===== src/rtl/dsp_rx_pkg.sv =====
package dsp_rx_pkg;

    // Width of one assembled audio word
    parameter int SAMPLE_W = 32;

    // Width of the configuration fields and the bit and offset counters
    parameter int CNT_W = 5;

    // One right-justified, zero-extended audio word
    typedef logic [SAMPLE_W-1:0] sample_t;

    // Bit index within a word
    // Also used for the word length, stored as length minus one
    typedef logic [CNT_W-1:0] bit_cnt_t;

    // Bit periods between the frame pulse and the first data bit
    typedef logic [CNT_W-1:0] offset_t;

    // Frame sync FSM states
    typedef enum logic [1:0] {
        SYNC_IDLE,
        SYNC_OFFSET,
        SYNC_RUN
    } sync_state_t;

endpackage


===== src/rtl/dsp_rx_frame_sync.sv =====
module dsp_rx_frame_sync (
    input  logic                  sck_i,
    input  logic                  rstn_i,

    input  logic                  cfg_en_i,
    input  logic                  ws_i,
    input  dsp_rx_pkg::offset_t   cfg_offset_i,
    input  dsp_rx_pkg::bit_cnt_t  cfg_word_len_i,

    output logic                  sample_en_o,
    output logic                  word_first_o,
    output logic                  word_last_o
);

    import dsp_rx_pkg::*;

    sync_state_t state;
    sync_state_t next_state;

    // Edges seen since the frame pulse, only counts in SYNC_OFFSET
    offset_t     off_cnt;

    // Index of the bit sampled on the current edge, zero outside run
    bit_cnt_t    bit_cnt;

    logic        sample_en;
    logic        word_last;

    // Next state and sample strobe
    always_comb begin
        next_state = state;
        sample_en  = 1'b0;

        case (state)
            SYNC_IDLE: begin
                if (ws_i) begin
                    if (cfg_offset_i == '0) begin
                        // Data starts on the same edge as the pulse
                        next_state = SYNC_RUN;
                        sample_en  = 1'b1;
                    end else begin
                        next_state = SYNC_OFFSET;
                    end
                end
            end
            SYNC_OFFSET: begin
                if (off_cnt == cfg_offset_i) begin
                    next_state = SYNC_RUN;
                    sample_en  = 1'b1;
                end
            end
            SYNC_RUN: begin
                // Synced once per enable, words follow with no gap
                sample_en = 1'b1;
            end
            default: begin
                next_state = SYNC_IDLE;
            end
        endcase

        if (!cfg_en_i) begin
            next_state = SYNC_IDLE;
            sample_en  = 1'b0;
        end
    end

    assign word_last    = sample_en && (bit_cnt == cfg_word_len_i);
    assign sample_en_o  = sample_en;
    assign word_first_o = sample_en && (bit_cnt == '0);
    assign word_last_o  = word_last;

    always_ff @(posedge sck_i or negedge rstn_i) begin
        if (!rstn_i) begin
            state   <= SYNC_IDLE;
            off_cnt <= '0;
            bit_cnt <= '0;
        end else begin
            state <= next_state;

            if (next_state == SYNC_OFFSET) begin
                off_cnt <= off_cnt + 1'b1;
            end else begin
                off_cnt <= '0;
            end

            if (next_state == SYNC_IDLE) begin
                bit_cnt <= '0;
            end else if (sample_en) begin
                // Wrap at the configured length
                bit_cnt <= word_last ? '0 : bit_cnt + 1'b1;
            end
        end
    end

    // Offset count must stop at the configured offset and hand over to run
    a_offset_bound: assert property (
        @(posedge sck_i) disable iff (!rstn_i)
        (state == SYNC_OFFSET) |-> (off_cnt <= cfg_offset_i)
    ) else $error("offset counter ran past cfg_offset_i");

    // Only a one-bit word can end before the FSM reaches run
    a_last_in_run: assert property (
        @(posedge sck_i) disable iff (!rstn_i)
        word_last_o |-> (state == SYNC_RUN) || (cfg_word_len_i == '0)
    ) else $error("word boundary outside run state");

endmodule


===== src/rtl/dsp_rx_shifter.sv =====
module dsp_rx_shifter (
    input  logic                  sck_i,
    input  logic                  rstn_i,

    input  logic                  sd_i,
    input  logic                  sample_en_i,
    input  logic                  word_first_i,
    input  logic                  word_last_i,
    input  logic                  cfg_lsb_first_i,
    input  dsp_rx_pkg::bit_cnt_t  cfg_word_len_i,

    output dsp_rx_pkg::sample_t   word_o
);

    import dsp_rx_pkg::*;

    sample_t  shreg;
    sample_t  shift_base;
    sample_t  shift_nxt;
    sample_t  word_nxt;

    // LSB-first words sit at the top of the register when complete
    bit_cnt_t rjust_sh;

    always_comb begin
        // A new word starts from an empty register
        shift_base = word_first_i ? '0 : shreg;

        if (cfg_lsb_first_i) begin
            shift_nxt = {sd_i, shift_base[SAMPLE_W-1:1]};
        end else begin
            shift_nxt = {shift_base[SAMPLE_W-2:0], sd_i};
        end
    end

    assign rjust_sh = bit_cnt_t'(SAMPLE_W - 1) - cfg_word_len_i;

    // MSB-first words are already right-justified
    assign word_nxt = cfg_lsb_first_i ? (shift_nxt >> rjust_sh) : shift_nxt;

    always_ff @(posedge sck_i) begin
        if (sample_en_i) begin
            shreg <= shift_nxt;
        end
    end

    // Completed word, held until the next word ends
    always_ff @(posedge sck_i or negedge rstn_i) begin
        if (!rstn_i) begin
            word_o <= '0;
        end else if (word_last_i) begin
            word_o <= word_nxt;
        end
    end

endmodule


===== src/rtl/dsp_rx_word_out.sv =====
module dsp_rx_word_out (
    input  logic                  sck_i,
    input  logic                  rstn_i,

    input  logic                  cfg_en_i,
    input  logic                  cfg_2ch_i,
    input  logic                  word_done_i,
    input  logic                  ready_i,

    input  dsp_rx_pkg::sample_t   ch0_word_i,
    input  dsp_rx_pkg::sample_t   ch1_word_i,

    output dsp_rx_pkg::sample_t   data_o,
    output logic                  valid_o,
    output logic                  overrun_o
);

    import dsp_rx_pkg::*;

    // Shifter words settle one edge after the boundary
    logic    done_q;

    sample_t hold0;
    sample_t hold1;
    logic    pend0;
    logic    pend1;

    logic    xfer;
    logic    pend0_left;
    logic    pend1_left;
    logic    load;
    logic    collide;
    logic    overrun;

    assign xfer = valid_o && ready_i;

    // Pending flags as they stand after this edge's transfer
    // Channel 0 is always offered before channel 1
    assign pend0_left = pend0 && !xfer;
    assign pend1_left = pend1 && !(xfer && !pend0);

    // A new pair is taken only when the old one has fully left
    assign load    = done_q && cfg_en_i && !(pend0_left || pend1_left);
    assign collide = done_q && cfg_en_i && (pend0_left || pend1_left);

    assign valid_o   = pend0 || pend1;
    assign data_o    = pend0 ? hold0 : hold1;
    assign overrun_o = overrun;

    always_ff @(posedge sck_i or negedge rstn_i) begin
        if (!rstn_i) begin
            done_q  <= 1'b0;
            pend0   <= 1'b0;
            pend1   <= 1'b0;
            overrun <= 1'b0;
        end else begin
            done_q <= word_done_i;

            if (load) begin
                pend0 <= 1'b1;
                pend1 <= cfg_2ch_i;
            end else begin
                pend0 <= pend0_left;
                pend1 <= pend1_left;
            end

            // Sticky until the receiver is disabled
            if (!cfg_en_i) begin
                overrun <= 1'b0;
            end else if (collide) begin
                overrun <= 1'b1;
            end
        end
    end

    always_ff @(posedge sck_i) begin
        if (load) begin
            hold0 <= ch0_word_i;
            hold1 <= ch1_word_i;
        end
    end

    // Stream rule, an offered word holds until it is taken
    a_hold_stable: assert property (
        @(posedge sck_i) disable iff (!rstn_i)
        (valid_o && !ready_i) |=> (valid_o && $stable(data_o))
    ) else $error("data_o changed or valid_o dropped under back-pressure");

endmodule


===== src/rtl/dsp_rx_top.sv =====
module dsp_rx_top (
    input  logic                  sck_i,
    input  logic                  rstn_i,

    // Serial lines from the codec
    input  logic                  ws_i,
    input  logic                  sd0_i,
    input  logic                  sd1_i,

    // Configuration, stable while enabled
    input  logic                  cfg_en_i,
    input  logic                  cfg_2ch_i,
    input  logic                  cfg_lsb_first_i,
    input  dsp_rx_pkg::bit_cnt_t  cfg_word_len_i,
    input  dsp_rx_pkg::offset_t   cfg_offset_i,

    // Word stream
    input  logic                  ready_i,
    output dsp_rx_pkg::sample_t   data_o,
    output logic                  valid_o,
    output logic                  overrun_o
);

    import dsp_rx_pkg::*;

    logic    sample_en;
    logic    word_first;
    logic    word_last;

    sample_t ch0_word;
    sample_t ch1_word;

    dsp_rx_frame_sync u_sync (
        .sck_i          (sck_i),
        .rstn_i         (rstn_i),
        .cfg_en_i       (cfg_en_i),
        .ws_i           (ws_i),
        .cfg_offset_i   (cfg_offset_i),
        .cfg_word_len_i (cfg_word_len_i),
        .sample_en_o    (sample_en),
        .word_first_o   (word_first),
        .word_last_o    (word_last)
    );

    // Both lines always run, channel use is decided at the output
    dsp_rx_shifter u_shift0 (
        .sck_i           (sck_i),
        .rstn_i          (rstn_i),
        .sd_i            (sd0_i),
        .sample_en_i     (sample_en),
        .word_first_i    (word_first),
        .word_last_i     (word_last),
        .cfg_lsb_first_i (cfg_lsb_first_i),
        .cfg_word_len_i  (cfg_word_len_i),
        .word_o          (ch0_word)
    );

    dsp_rx_shifter u_shift1 (
        .sck_i           (sck_i),
        .rstn_i          (rstn_i),
        .sd_i            (sd1_i),
        .sample_en_i     (sample_en),
        .word_first_i    (word_first),
        .word_last_i     (word_last),
        .cfg_lsb_first_i (cfg_lsb_first_i),
        .cfg_word_len_i  (cfg_word_len_i),
        .word_o          (ch1_word)
    );

    dsp_rx_word_out u_out (
        .sck_i       (sck_i),
        .rstn_i      (rstn_i),
        .cfg_en_i    (cfg_en_i),
        .cfg_2ch_i   (cfg_2ch_i),
        .word_done_i (word_last),
        .ready_i     (ready_i),
        .ch0_word_i  (ch0_word),
        .ch1_word_i  (ch1_word),
        .data_o      (data_o),
        .valid_o     (valid_o),
        .overrun_o   (overrun_o)
    );

endmodule


===== config.mk =====
export PLATFORM = sky130hd
export DESIGN_NAME = dsp_rx_top
export DESIGN_NICKNAME = d
export VERILOG_FILES = /design/src/rtl/dsp_rx_pkg.sv /design/src/rtl/dsp_rx_frame_sync.sv /design/src/rtl/dsp_rx_shifter.sv /design/src/rtl/dsp_rx_word_out.sv /design/src/rtl/dsp_rx_top.sv
export SDC_FILE = /design/constraint.sdc
export NUM_CORES = 1
export LEC_CHECK = 0
export ABC_AREA = 0
export BUFFER_PORTS_ARGS = -buffer_cell sky130_fd_sc_hd__buf_2
export CORE_MARGIN = 1.5
export CORE_UTILIZATION = 65
export CTS_BUF_LIST = sky130_fd_sc_hd__clkbuf_8
export DETAILED_ROUTE_END_ITERATION = 16
export PLACE_DENSITY = 0.94
export SLEW_MARGIN = 15
export SYNTH_ARGS = -nofsm -noshare
export SYNTH_HDL_FRONTEND = slang
export SYNTH_SLANG_ARGS = --single-unit

===== constraint.sdc =====
create_clock -name sck_i -period 16.64 [get_ports sck_i]
set_clock_uncertainty 0.15 [all_clocks]
set_input_delay 0.832 -clock sck_i [delete_from_list [all_inputs] [get_ports sck_i]]
set_output_delay 0.832 -clock sck_i [all_outputs]
set_load 0.03 [all_outputs]

==> impl_results.md <==
* Clock Pin Slew Worst Setup and Hold Paths at 0.06 ns
* Int Pwr at 909.4 uW
* IO Pins at 53
* Initial core utilization at 0.6695
* HPWL Detailed at 29370 um
* CTS tree: yes
* Least-Margin Pin Slew at 1.080 ns
* Largest net degree at the start of global routing at 82
* Final slew viol count at 0
* Die height at 145.5 um
* Endpoints failing setup at 0
* Switch Pwr at 334.8 uW
* Pre-CTS setup slack at 11.93 ns
* TNS Setup at 0 ns
* Port buffer count at 52
* Sw Share at 0.2691
* Sequential cell fraction of total power at 0.455
* Final period utilization at 0.2602
* Final hold violations at 0
* Post-route ant nets at 0
* Clk Tree Root Cell: clkbuf_8
* Mapped Area at 0.01320 sq mm
* FILL cells at 1385
* Synth area leaders: edfxtp_1 29%, dfrtp_1 15%, mux4_2 11%
* Cts bufs inserted at 35
* WL/cell at 28.53 um
* Syn avg cell area at 10.72 sq um
* Clock Path Buffers at 3
* Setup crit end kind: register
* Gr usage total at 0.4128
* CTS Hold Buffers Added at 0
* Max Fclk at 230.9 MHz
* Post-synth cell types at 72
* DRC Markers at 0
* Htree depth at 2
* Core region area at 0.01972 sq mm
* Status: complete, no violations
* CTS sink count at 208
* Worst-Skew Late Latency at 0.54 ns
* Synth Register Bits at 208
* FP Rows at 51
* Fraction of registers with async set/reset at 0.3846
* Post-Synthesis Net Count at 1254
* First-pass GRT wire length at 66110 um
* Post-synth top area share at 0.2912
* Die Wd at 145.5 um
* Initial antenna violation count at 0
* Drt via density at 7.415
* Clock network power share at 0.409
* Placer Congestion at 1.019
* Nets at 1269
* Maxcap violations at 0
* Post-CTS setup buffer count at 0
* Via count at 11400
* LEAKAGE at 5.743 nW
* Top fanout value on the critical path at 66
* Mapped Cells at 1232
* Worst slew margin at 0.2800
* Multi-input gate area at 0.006902 sq mm
* GR Overflow Total at 0
* Final min period at 4.330 ns
* Register area at 0.005846 sq mm
* WL final at 43880 um
* Cell area power density at 86.64 mW/mm^2
* Worst path required time at 16.88 ns
* Ys flop type: edfxtp_1
* Ant. Diodes at 0
* EDFF count, synth at 128
* CP Launch Type: register
* Synth warn at 0
* DRT iter0 DRCs at 1673
* Share of layout cells above drive strength 1 at 0.2090
* Overall power at 1.244 mW
* Die area at 0.02117 sq mm
* Crit Path Category: register to register
* Hold Path Class: register to register
* Drt first pass iters at 8
* P&R area growth vs syn at 8.776%
* RSZ-0062 raised after global routing: false
* PostCTS Resize Cnt at 0
* Vias in the first global route at 10740
* Register area share after synthesis at 0.4428
* Crit path DAT at 4.57 ns
* Cell taking the most area after synthesis: edfxtp_1
* Power share of the combinational group at 0.135
* Peak supply drop at 73.04 uV
* Final worst setup slack at 12.31 ns
synthesized netlist by cell type, drive strengths merged (4+ instances only):
master    n
a21oi    80
and2      8
and3      8
o21ai    45
xor2      7
inv      15
nand2   122
nor2b    14
mux2     56
edfxtp  128
a31o      6
o31ai    11
a32oi     4
a221oi   19
a31oi    19
a21o      4
xnor2     7
nand2b    7
buf      58
nor3     29
o211ai    9
a22oi    18
a22o      6
nor2    153
nand4     6
mux2i    98
o22ai    12
dfrtp    80
nor4      6
o221a     4
clkbuf   40
mux4     64
nand3    20
a211oi   10
routing by layer:
layer | vias up | wire, um | global-route usage | share of wire
li1 | 4740 | - | - | -
met1 | 5510 | 16570 | 0.6016 | 0.38
met2 | 982 | 18700 | 0.5783 | 0.43
met3 | 172 | 6507 | 0.1235 | 0.15
met4 | 0 | 2108 | 0.1735 | 0.048
met5 | - | 0 | 0 | 0
critical path, cell delays in order, from the launching register on:
cell and delay [ns]:
dfrtp_1 0.45, xnor2_1 0.32, nand2_1 0.16, o32ai_4 0.29, buf_4 0.69, nand2_2 0.06
buf_4 0.37, clkinv_1 0.22, buf_4 0.54, o21ai_0 0.17, a221oi_1 0.51, a21oi_1 0.17
layout by cell type (no fill, tap or decap), drive strengths merged, types with 7 or more instances in the layout:
cell type and count:
nand2 122, mux2i 98, a21oi 80, edfxtp 128
dfrtp 80, nor3 29, nor2 153, xor2 7
mux2 56, a31oi 19, and2 8, o21ai 45
a211oi 10, nor2b 14, o211ai 9, a22oi 18
nand3 20, mux4 64, clkinv 7, a221oi 19
nand2b 7, xnor2 7, o31ai 11, buf 76
clkbuf 38, and3 8, inv 26, o22ai 12
path summary, 6_finish.rpt:
check / endpoint / depth (start not counted) / startpoint / slack, ns
setup / recovery: u_shift1.word_o[10] / 11 / u_sync.off_cnt[2] / 12.31
hold / removal: u_out.hold0[29] / 0 / u_shift0.word_o[29] / 0.29
setup reg to reg: u_shift1.word_o[10] / 11 / u_sync.off_cnt[2] / 12.31
hold reg to reg: u_out.hold0[29] / 0 / u_shift0.word_o[29] / 0.29
max in group asynchronous: u_shift1.word_o[11] / 1 / rstn_i / 15.30
min in group asynchronous: u_sync.state[0] / 1 / rstn_i / 0.31
power by group through the flow:
stage          Combinational, mW  Sequential (mW)  Clock, mW
4_1_cts                    0.161            0.566      0.510
3_5_place_dp               0.160            0.576          0
6_report                   0.168            0.566      0.509
2_1_floorplan              0.116            0.571          0
5_1_grt                    0.177            0.566      0.529
3_3_place_gp               0.159            0.576          0
flip-flops by register name, summed over array words and instances (netlist names):
register / flops
u_shift1.shreg: 32
u_shift0.word_o: 32
u_sync.state: 2
u_out.hold0: 32
u_out.done_q: 1
u_out.overrun_o: 1
u_out.pend0: 1
u_shift0.shreg: 32
u_out.hold1: 32
u_sync.off_cnt: 5
u_out.pend1: 1
u_shift1.word_o: 32
u_sync.bit_cnt: 5
layout make-up:
cell class | count | share of cell area
Multi-Input combinational cell | 910 | 0.4806
Timing Repair Buffer | 76 | 0.03137
Clock buffer | 38 | 0.03642
Clock inverter | 25 | 0.01725
Sequential cell | 208 | 0.4071
Tap cell | 265 | 0.02309
Inverter | 16 | 0.004182
metrics by stage:
stage	instances	hold slack, ns	instance area (sq um)	utilization
global placement	1475	0.2804	13590	0.6892
finish	1538	0.2904	14360	0.7283
CTS	1538	0.2919	14360	0.7283
detailed placement	1475	0.2805	13590	0.6892
global route	1538	0.3013	14360	0.7283
floorplan	1232	0.2748	13200	-
kinds of logic after synthesis:
kind of cell	share of synthesized area
buf+inv	0.03781
xor+xnor	0.009288
mux	0.2313
fa+ha+maj	0.003602
simple gates	0.1268
compound gates	0.1484
flops	0.4428
No activity file was read; power rests on OpenSTA's default activity.
